`src/hdl/lpf_pkg.sv`:
```
/*
 * Shared definitions for the MIDI-controlled biquad low-pass filter.
 * Widths, bus structs, the preset coefficient table and the output
 * saturation function. Used by the RTL and by the reference model.
 */

package lpf_pkg;

    // ------------------------------------------------------------------
    // Widths
    // ------------------------------------------------------------------
    localparam int SAMPLE_W  = 18;
    localparam int COEF_W    = 18;  // Q2.16
    localparam int ACC_W     = 48;
    localparam int FRAC_BITS = 16;
    localparam int NUM_TAPS  = 5;

    // Control Change, status nibble 0xB without the top bit
    localparam logic [2:0] MIDI_CMD_CC = 3'b011;

    typedef logic signed [SAMPLE_W-1:0] sample_t;
    typedef logic signed [COEF_W-1:0]   coef_t;

    // 0..2 pick x0..x2, 3..4 pick y1..y2
    typedef logic [2:0] tap_sel_t;

    // Decoded MIDI message
    typedef struct packed {
        logic [2:0] cmd;
        logic [3:0] ch;
        logic [6:0] data0;  // Controller number
        logic [6:0] data1;  // Controller value
    } midi_event_t;

    // MAC issue controls
    typedef struct packed {
        logic valid;  // Product issued this cycle
        logic first;  // Product opens a new sum
    } mac_ctrl_t;

    // ------------------------------------------------------------------
    // Preset table
    // ------------------------------------------------------------------
    // Butterworth sections, Q = 0.707, low to high cutoff
    // Cutoff as fraction of fs: .01 .02 .04 .06 .10 .15 .20 .30
    // Tap order b0, b1, b2, -a1, -a2
    // Feedback taps stored negated so the MAC only adds
    localparam coef_t LPF_PRESETS [8][NUM_TAPS] = '{
        '{18'sd62,    18'sd124,   18'sd62,    18'sd125252, -18'sd59964},
        '{18'sd237,   18'sd474,   18'sd237,   18'sd119452, -18'sd54866},
        '{18'sd876,   18'sd1752,  18'sd876,   18'sd107968, -18'sd45934},
        '{18'sd1826,  18'sd3652,  18'sd1826,  18'sd96693,  -18'sd38461},
        '{18'sd4421,  18'sd8842,  18'sd4421,  18'sd74906,  -18'sd27053},
        '{18'sd8592,  18'sd17184, 18'sd8592,  18'sd49007,  -18'sd17840},
        '{18'sd13538, 18'sd27076, 18'sd13538, 18'sd24217,  -18'sd12833},
        '{18'sd25647, 18'sd51294, 18'sd25647, -18'sd24217, -18'sd12833}
    };

    // ------------------------------------------------------------------
    // Saturation
    // ------------------------------------------------------------------
    // Drop the Q16 fraction, then clamp to the sample range
    function automatic sample_t sat_sample(input logic signed [ACC_W-1:0] acc);
        logic signed [ACC_W-1:0] shifted;
        logic [ACC_W-SAMPLE_W:0] top;
        shifted = acc >>> FRAC_BITS;
        // Bits above the sample MSB must all copy the sign
        top = shifted[ACC_W-1:SAMPLE_W-1];
        if (top == '0 || top == '1) begin
            sat_sample = shifted[SAMPLE_W-1:0];
        end else if (shifted[ACC_W-1]) begin
            sat_sample = {1'b1, {(SAMPLE_W-1){1'b0}}};
        end else begin
            sat_sample = {1'b0, {(SAMPLE_W-1){1'b1}}};
        end
    endfunction

endpackage

```
`src/hdl/lpf_coef_bank.sv`:
```
/*
 * Coefficient source for the filter.
 * Cutoff CC messages set a pending preset, which becomes active on the
 * next accepted sample. Returns the coefficient for the current tap.
 */

`timescale 1ns/1ns

module lpf_coef_bank #(
    parameter logic [3:0] MIDI_CHANNEL = 4'd0,
    parameter logic [6:0] CUTOFF_CC    = 7'd74
) (
    input  logic                  reset,
    input  logic                  clk,
    input  logic                  midi_rdy,
    input  lpf_pkg::midi_event_t  midi_event,
    input  logic                  accept,
    input  lpf_pkg::tap_sel_t     tap_sel,
    output lpf_pkg::coef_t        coef
);

    logic       cc_hit;
    logic [2:0] pending_idx;
    logic [2:0] active_idx;

    // Our channel, our controller, Control Change only
    assign cc_hit = midi_rdy
                 && midi_event.cmd == lpf_pkg::MIDI_CMD_CC
                 && midi_event.ch == MIDI_CHANNEL
                 && midi_event.data0 == CUTOFF_CC;

    // ------------------------------------------------------------------
    // Preset index
    // ------------------------------------------------------------------
    always_ff @(posedge reset or posedge clk) begin
        if (clk) begin
            pending_idx <= 3'd0;
            active_idx  <= 3'd0;
        end else begin
            // Top three bits of the value pick one of eight sets
            if (cc_hit) begin
                pending_idx <= midi_event.data1[6:4];
            end
            // Switch only between computations
            if (accept) begin
                active_idx <= pending_idx;
            end
        end
    end

    // Table lookup, same cycle as tap_sel
    always_comb begin
        if (tap_sel < lpf_pkg::NUM_TAPS) begin
            coef = lpf_pkg::LPF_PRESETS[active_idx][tap_sel];
        end else begin
            coef = '0;
        end
    end

endmodule

```
`src/hdl/lpf_control.sv`:
```
/*
 * Sequencer for the shared multiply-accumulate.
 * Accepts a sample in IDLE or DONE, issues the five taps one per clock,
 * waits out the MAC pipeline and pulses done for one cycle.
 */

`timescale 1ns/1ns

module lpf_control (
    input  logic                reset,
    input  logic                clk,
    input  logic                sample_in_rdy,
    output logic                accept,
    output lpf_pkg::tap_sel_t   tap_sel,
    output lpf_pkg::mac_ctrl_t  mac_ctrl,
    output logic                done
);

    typedef enum logic [1:0] {
        ST_IDLE,
        ST_CALC,
        ST_DRAIN,
        ST_DONE
    } state_t;

    state_t             state;
    lpf_pkg::tap_sel_t  tap_cnt;
    logic               drain_cnt;

    // ------------------------------------------------------------------
    // Strobes
    // ------------------------------------------------------------------
    // DONE counts as idle, so back-to-back samples 8 cycles apart pass
    assign accept = sample_in_rdy && (state == ST_IDLE || state == ST_DONE);

    // Result is valid in the accumulator for the whole DONE cycle
    assign done = (state == ST_DONE);

    // ------------------------------------------------------------------
    // State machine and tap issue
    // ------------------------------------------------------------------
    always_ff @(posedge reset or posedge clk) begin
        if (clk) begin
            state     <= ST_IDLE;
            tap_cnt   <= '0;
            drain_cnt <= 1'b0;
            tap_sel   <= '0;
            mac_ctrl  <= '0;
        end else begin
            // Registered issue, one cycle behind the counter
            tap_sel        <= tap_cnt;
            mac_ctrl.valid <= (state == ST_CALC);
            mac_ctrl.first <= (state == ST_CALC) && (tap_cnt == '0);

            case (state)
                ST_IDLE, ST_DONE: begin
                    if (accept) begin
                        state   <= ST_CALC;
                        tap_cnt <= '0;
                    end else begin
                        state <= ST_IDLE;
                    end
                end
                ST_CALC: begin
                    if (tap_cnt == lpf_pkg::tap_sel_t'(lpf_pkg::NUM_TAPS - 1)) begin
                        state     <= ST_DRAIN;
                        drain_cnt <= 1'b0;
                    end else begin
                        tap_cnt <= tap_cnt + 3'd1;
                    end
                end
                ST_DRAIN: begin
                    // Two cycles: product register, then accumulator
                    if (drain_cnt) begin
                        state <= ST_DONE;
                    end else begin
                        drain_cnt <= 1'b1;
                    end
                end
                default: begin
                    state <= ST_IDLE;
                end
            endcase
        end
    end

endmodule

```
`src/hdl/lpf_delay_line.sv`:
```
/*
 * Sample history for the direct-form-I biquad.
 * x history shifts on accept, y history shifts on done, and the word
 * for the current tap is muxed out combinationally.
 */

`timescale 1ns/1ns

module lpf_delay_line (
    input  logic               reset,
    input  logic               clk,
    input  logic               accept,
    input  lpf_pkg::sample_t   sample_in,
    input  logic               done,
    input  lpf_pkg::sample_t   result,
    input  lpf_pkg::tap_sel_t  tap_sel,
    output lpf_pkg::sample_t   operand
);

    lpf_pkg::sample_t x0, x1, x2;
    lpf_pkg::sample_t y1, y2;

    // ------------------------------------------------------------------
    // History registers
    // ------------------------------------------------------------------
    always_ff @(posedge reset or posedge clk) begin
        if (clk) begin
            x0 <= '0;
            x1 <= '0;
            x2 <= '0;
            y1 <= '0;
            y2 <= '0;
        end else begin
            // New input enters at x0
            if (accept) begin
                x0 <= sample_in;
                x1 <= x0;
                x2 <= x1;
            end
            // Finished output enters at y1
            if (done) begin
                y1 <= result;
                y2 <= y1;
            end
        end
    end

    // Operand select
    always_comb begin
        case (tap_sel)
            3'd0:    operand = x0;
            3'd1:    operand = x1;
            3'd2:    operand = x2;
            3'd3:    operand = y1;
            3'd4:    operand = y2;
            default: operand = '0;
        endcase
    end

endmodule

```
`src/hdl/lpf_mac.sv`:
```
/*
 * Shared multiply-accumulate with two pipeline stages.
 * Stage one registers the product, stage two loads or adds it into
 * the accumulator. The result is the saturated Q16-scaled sum.
 */

`timescale 1ns/1ns

module lpf_mac (
    input  logic                reset,
    input  logic                clk,
    input  lpf_pkg::mac_ctrl_t  mac_ctrl,
    input  lpf_pkg::sample_t    operand,
    input  lpf_pkg::coef_t      coef,
    output lpf_pkg::sample_t    result
);

    localparam int PROD_W = lpf_pkg::SAMPLE_W + lpf_pkg::COEF_W;

    logic signed [PROD_W-1:0]        prod_q;
    lpf_pkg::mac_ctrl_t              ctrl_q;
    logic signed [lpf_pkg::ACC_W-1:0] prod_ext;
    logic signed [lpf_pkg::ACC_W-1:0] acc;

    // ------------------------------------------------------------------
    // Stage one multiplies
    // ------------------------------------------------------------------
    always_ff @(posedge reset or posedge clk) begin
        if (clk) begin
            ctrl_q <= '0;
        end else begin
            ctrl_q <= mac_ctrl;
        end
    end

    // Signed product of operand and coefficient
    always_ff @(posedge reset) begin
        prod_q <= operand * coef;
    end

    // Sign-extend to accumulator width
    assign prod_ext = {{(lpf_pkg::ACC_W - PROD_W){prod_q[PROD_W-1]}}, prod_q};

    // ------------------------------------------------------------------
    // Stage two accumulates
    // ------------------------------------------------------------------
    always_ff @(posedge reset or posedge clk) begin
        if (clk) begin
            acc <= '0;
        end else if (ctrl_q.valid) begin
            // First tap restarts the sum
            if (ctrl_q.first) begin
                acc <= prod_ext;
            end else begin
                acc <= acc + prod_ext;
            end
        end
    end

    // Drop fraction bits and clamp to sample range
    assign result = lpf_pkg::sat_sample(acc);

endmodule

```
`src/hdl/lpf_top.sv`:
```
/*
 * MIDI-controlled biquad low-pass filter for one synth voice.
 * One sample in per strobe, one result out 8 cycles later.
 * Samples strobed while a computation runs are dropped.
 */

`timescale 1ns/1ns

module lpf_top #(
    parameter logic [3:0] MIDI_CHANNEL = 4'd0,
    parameter logic [6:0] CUTOFF_CC    = 7'd74
) (
    input  logic                  reset,
    input  logic                  clk,
    input  logic                  midi_rdy,
    input  lpf_pkg::midi_event_t  midi_event,
    input  logic                  sample_in_rdy,
    input  lpf_pkg::sample_t      sample_in,
    output logic                  sample_out_rdy,
    output lpf_pkg::sample_t      sample_out
);

    logic               accept;
    logic               done;
    lpf_pkg::tap_sel_t  tap_sel;
    lpf_pkg::mac_ctrl_t mac_ctrl;
    lpf_pkg::coef_t     coef;
    lpf_pkg::sample_t   operand;
    lpf_pkg::sample_t   result;
    lpf_pkg::sample_t   sample_out_q;

    // ------------------------------------------------------------------
    // Datapath blocks
    // ------------------------------------------------------------------
    lpf_control u_control (
        .reset         (reset),
        .clk           (clk),
        .sample_in_rdy (sample_in_rdy),
        .accept        (accept),
        .tap_sel       (tap_sel),
        .mac_ctrl      (mac_ctrl),
        .done          (done)
    );

    lpf_coef_bank #(
        .MIDI_CHANNEL (MIDI_CHANNEL),
        .CUTOFF_CC    (CUTOFF_CC)
    ) u_coef_bank (
        .reset      (reset),
        .clk        (clk),
        .midi_rdy   (midi_rdy),
        .midi_event (midi_event),
        .accept     (accept),
        .tap_sel    (tap_sel),
        .coef       (coef)
    );

    lpf_delay_line u_delay_line (
        .reset     (reset),
        .clk       (clk),
        .accept    (accept),
        .sample_in (sample_in),
        .done      (done),
        .result    (result),
        .tap_sel   (tap_sel),
        .operand   (operand)
    );

    lpf_mac u_mac (
        .reset    (reset),
        .clk      (clk),
        .mac_ctrl (mac_ctrl),
        .operand  (operand),
        .coef     (coef),
        .result   (result)
    );

    // ------------------------------------------------------------------
    // Output
    // ------------------------------------------------------------------
    always_ff @(posedge reset or posedge clk) begin
        if (clk) begin
            sample_out_q <= '0;
        end else if (done) begin
            sample_out_q <= result;
        end
    end

    // Fresh result shown with the strobe, then held
    assign sample_out_rdy = done;
    assign sample_out     = done ? result : sample_out_q;

endmodule

```
`config.mk`:
```
export PLATFORM = sky130hd
export DESIGN_NAME = lpf_top
export DESIGN_NICKNAME = d
export VERILOG_FILES = /design/src/hdl/lpf_pkg.sv /design/src/hdl/lpf_coef_bank.sv /design/src/hdl/lpf_control.sv /design/src/hdl/lpf_delay_line.sv /design/src/hdl/lpf_mac.sv /design/src/hdl/lpf_top.sv
export SDC_FILE = /design/constraint.sdc
export NUM_CORES = 2
export LEC_CHECK = 0
export BUFFER_PORTS_ARGS = -buffer_cell sky130_fd_sc_hd__buf_2
export CAP_MARGIN = 20
export CORE_MARGIN = 5
export CORE_UTILIZATION = 49
export DETAILED_ROUTE_END_ITERATION = 16
export HOLD_SLACK_MARGIN = 0.08
export PLACE_DENSITY = 0.65
export SLEW_MARGIN = 5
export SYNTH_ARGS = -nofsm -noshare
export SYNTH_HDL_FRONTEND = slang
export SYNTH_SLANG_ARGS = --single-unit
```
`constraint.sdc`:
```
create_clock -name reset -period 10.3 [get_ports reset]
set_clock_uncertainty 0.05 [all_clocks]
set_input_delay 3.09 -clock reset [delete_from_list [all_inputs] [get_ports reset]]
set_output_delay 3.09 -clock reset [all_outputs]
set_load 0.01 [all_outputs]
```
# Word level (Yosys, flattened, before mapping)
# Memories as Yosys holds them, arrays and structs flattened.
# Cells that the tools add are included.
# op_classes
n_addsub,2
eq_ne,15
mux,20
order_cmp,3
n_bitwise,2
n_div,0
n_reduce_logical,18
shift,0
multipliers,1
# op_table
op,n
90-bit 2-to-1 mux,2
18-bit 2-to-1 mux,6
18-bit one-hot mux with 5 select lines,1
18-bit binary-select mux with 3-bit select,1
48-bit by 36-bit adder with 48-bit output,1
48-bit 2-to-1 mux,1
18-bit by 18-bit multiplier with 36-bit output,1
"31-bit equality test, second input constant",1
31-bit logical NOT,1
"3-bit by 2-bit equality test with 1-bit output, second input constant",3
"4-bit greater-or-equal comparator, second input constant",2
3-bit inverter with 4-bit output,2
"7-bit equality test, second input constant",1
"3-bit equality test, second input constant",2
3-bit logical NOT,2
3-bit 2-to-1 mux,2
"2-bit inequality test, second input constant",3
2-bit one-hot mux with 3 select lines,1
3-bit one-hot mux with 2 select lines,1
1-bit logical AND,5
"2-bit equality test, second input constant",2
4-bit logical NOT,1
2-bit 2-to-1 mux,2
2-bit AND reduction,2
other kinds (12),15
# word_totals
wordCells,80
in_bits,43
output_inout_bits,19
regBits,211
latchBits,0
mem_bits_ro,720
mem_count,1
ram_bits,0
# memory_table
memory,words,width,read_ports,rd_clocked_by_memory_dff,wr,line,rtl
(name not given),8,90,1,0,0,lpf_coef_bank.sv:54,coef = lpf_pkg::LPF_PRESETS[active_idx][tap_sel];

# Depth between registers and ports, before layout
# depth
ltp_word,9
depth_mapped,34
depth_no_buf,33

# Modules after synthesis
# From an unflattened synthesis, not the netlist that was laid out.
# unflattened
hier_cells,2516
area_unflattened_um2,24136.9
# modules_own_cells
module,area_each_um2,seq_area_each_um2,cells_each,instances
lpf_mac,17677.0,1971.9,1976,1
lpf_delay_line,4027.6,2252.2,282,1
lpf_coef_bank,1184.9,150.1,174,1
lpf_top,725.7,450.4,39,1
lpf_control,521.8,275.3,45,1

# Least setup slack after synthesis
# OpenSTA, ideal clock, no wires.
# synth_timing
path_kind,register to register
start,register u_coef_bank.active_idx[1]
end,register u_mac.prod_q[33]
path_buffers,1
slack_ns,2.394
synth_period_minus_slack_ns,7.906
arrival_time_ns,7.738
stages_incl_launch_ff,31
required_time_ns,10.132
setup_ns,0.118
cell_sequence,dfrtp_1 > clkbuf_1 > inv_1 > ha_1 > inv_1 > a21oi_1 > a21oi_1 > a21oi_1 > or3_1 > o21ai_0 > nand2_1 > fa_1 > fa_1 > inv_1 > fa_1 > inv_1 > fa_1 > fa_1 > fa_1 > inv_1 > ha_1 > a21o_1 > a21o_1 > a21o_1 > a22o_1 > o31a_1 > o41ai_4 > nor2b_1 > o21a_1 > o41a_1 > xnor2_1
# synth_between
elab_chain_cells,9
# synth_rtl
item,line,rtl
start: declaration,lpf_coef_bank.sv:24,logic [2:0] active_idx;
start signal: assignment,lpf_coef_bank.sv:46,active_idx <= pending_idx;
3-bit inverter with 4-bit output (implied by the code),lpf_coef_bank.sv:54,
memory read 8 x 90 bit,--,
90-bit 2-to-1 mux (implied by the code) (2 in a row),lpf_coef_bank.sv:54,
18-bit binary-select mux with 3-bit select,lpf_coef_bank.sv:54,
18-bit 2-to-1 mux (implied by the code) (2 in a row),lpf_coef_bank.sv:54,
18-bit 2-to-1 mux,lpf_coef_bank.sv:53,if (tap_sel < lpf_pkg::NUM_TAPS) begin
18-bit by 18-bit multiplier with 36-bit output,lpf_mac.sv:38,prod_q <= operand * coef;
end signal: assignment,lpf_mac.sv:38,
end: declaration,lpf_mac.sv:20,logic signed [PROD_W-1:0] prod_q;
# No other way between the ends. The select of a mux whose other input is x is not followed.
# A chain may end at the register's enable or synchronous reset.

# Final worst setup path
# layout_timing
start,register u_coef_bank.active_idx[1]
end,register u_mac.prod_q[34]
# Same word-level chain as after synthesis.

==> reports/results.ini <==
[setup_path]
endpoint_kind = register
worstPathArrival_ns = 9.63
rr_worst_depth = 30
cp-start-kind = register
ff2ff_setup_slack_ns = 1.01
r2r_start = u_coef_bank.active_idx[1]
max_stage_delay_ns = 0.63
rr_endpoint = u_mac.prod_q[34]
startpoint = u_coef_bank.active_idx[1]
critPathKind = reg2reg
crit_cells = 30
path_delay_family = adder cells
crit_buf_inv = 6
cp_slowest_cell = dfrtp_1
required_ns = 10.64
critPathMaxFanout = 12
endpoint = u_mac.prod_q[34]

[layout]
multi_input_area_um2 = 16300
syn2layout_area_growth_pct = 7.90
drive_gt1_frac = 0.0925
layout_common_cells = inv_1, fa_1, nor2_1, nand2_1, a21oi_1
fillers = 4299
layout_commonest_cell = inv_1
final_nets = 3139
regArea_um2 = 5100

[grt]
grt_max_degree = 83
grt_pass1_vias = 18700
overflow = 0
grt_pass1_wl_mm = 101
antenna_found_initial = 1
grt_usage = 0.237

[synthesis]
synth.distinct_cells = 75
syn-num-nets = 3113
synthFlopType = dfrtp_1
async_flop_share = 0.829
yosysWarnings = 0
synthesis.area_um2 = 23500
avgSynthCellArea_um2 = 9.10
synthCells = 2585
synth.yosys.seq_area_share = 0.217
synth-seq-cells = 211
synth_edf_count = 0

[placed_design]
gp_congestion = 0.988
port_buffers = 57
place.detailed.hpwl_mm = 47.2

[sta]
tightest_slew_ns = 1.16
finalSetupViolCount = 0
fin_crit_sh = 0.902
drv_slew = 0
finalHoldViolCount = 0
finalCriticalPeriod_ns = 9.29
relSlewSlack = 0.228
setup_tns_ns = 0
rsz0062_at_grt = no
fmax_mhz = 108

[clocking]
cts_setup_buffers = 0
h-tree-depth = 1
cts_resized = 0
clk_latency_ns = 0.54
cts_tree = done
clock_path_buffers = 3
cts_made_buffers = 23
clkTransAtPathRegs_ns = 0.06
holdBufCountCts = 0
cts_root_buffer = clkbuf_16
clkSinkCount = 211

[routing]
drc = 0
avgRoutedWirePerCell_um = 19.0
first_pass_iters = 6
drt-vias-per-instance = 5.59
drt_iter0_markers = 1219
antenna_left = 0
via_count = 18100
routed_wl_mm = 61.6

[floorplanning]
die_area_um2 = 52500
die_y_um = 229
rows = 80
start_util = 0.494
die_x_um = 229
io_pins = 62
core-area_um2 = 47600

[outcome]
status = finished, final reports clean

[job]
maxCapViolations = 0

[hold_path]
holdCritPathClass = reg2reg

==> logic make-up (layout without fill, tap and decap cells) <==
logic type | Yosys count | count (layout) | share of synthesized area
AO/OA/AOI/OAI | 465 | 465 | 0.118
XOR/XNOR | 77 | 77 | 0.0287
adder cells (fa/ha/maj) | 485 | 485 | 0.363
buffers and inverters | 559 | 602 | 0.0894
flip-flops | 211 | 211 | 0.217
multiplexers | 129 | 129 | 0.0599
other | 0 | 1 | 0
AND/OR/NAND/NOR | 659 | 659 | 0.123
==> cells in the mapped netlist (25+ instances only) <==
master / number / share of area
inv_1: 454 / 0.072
fa_1: 330 / 0.28
nor2_1: 268 / 0.043
nand2_1: 221 / 0.035
a21oi_1: 189 / 0.040
dfrtp_1: 175 / 0.19
ha_1: 155 / 0.082
o21ai_0: 96 / 0.020
clkbuf_1: 86 / 0.014
mux2_2: 84 / 0.040
xnor2_1: 48 / 0.018
mux2i_1: 44 / 0.019
dfxtp_1: 36 / 0.031
and2_1: 35 / 0.0093
xor2_1: 29 / 0.011
nand2b_1: 25 / 0.0067
==> flip-flops by register name, summed over array words and instances (netlist names), 18 cells and up <==
signal,flops
u_mac.acc,48
u_delay_line.x2,18
u_delay_line.y1,18
u_mac.prod_q,36
u_delay_line.x0,18
u_delay_line.y2,18
u_delay_line.x1,18
sample_out_q,18
==> layer usage <==
metal,wire length [um],vias to the layer above,global-route usage
met5,0,-,0
met4,2500,0,0.0855
met3,4080,137,0.0287
met2,28700,582,0.388
met1,26400,9099,0.328
li1,-,8330,-
==> layout make-up <==
class                   instances  area share
diodes                          1   0.0000986
flip-flops and latches        211       0.201
well taps                     615      0.0303
inverters                     455      0.0675
clock buffers                  33      0.0250
clock inverters                 9     0.00641
multi-input cells            1815       0.644
repair buffers                105      0.0253
==> worst register-to-register path: cells and delay by family, from the launching register on <==
kind	cells	cell delay, ns
DFF	1	0.63
and+or+nand+nor	6	1.03
buffers and inverters	6	0.66
xor gates and xnor gates	1	0.42
adders and majority gates	8	4.01
AOI/OAI and AO/OA	9	2.34
==> worst min path at each step <==
stage | end | slack, ns | from | depth (start not counted)
4_1_cts | u_mac.ctrl_q[1] | 0.30 | u_control.mac_ctrl[1] | 0
3_3_place_gp | u_mac.ctrl_q[0] | 0.28 | u_control.mac_ctrl[0] | 0
3_5_place_dp | u_mac.ctrl_q[1] | 0.29 | u_control.mac_ctrl[1] | 0
5_1_grt | u_mac.ctrl_q[1] | 0.32 | u_control.mac_ctrl[1] | 0
6_report | u_mac.ctrl_q[1] | 0.30 | u_control.mac_ctrl[1] | 0
2_1_floorplan | u_mac.ctrl_q[0] | 0.28 | u_control.mac_ctrl[0] | 0
==> through the flow <==
stage,std cells,utilization,hold slack [ns],worst slack [ns],area (um2)
2_1_floorplan,2585,-,0.281,2.39,23500
3_3_place_gp,3199,0.515,0.282,1.14,24600
3_5_place_dp,3199,0.515,0.287,0.930,24600
4_1_cts,3241,0.532,0.301,0.909,25400
5_1_grt,3243,0.532,0.316,0.616,25400
6_report,3244,0.533,0.300,1.01,25400
Power is not shown: default switching activity piles up to over one toggle a cycle in this logic, so the estimate is an artifact.
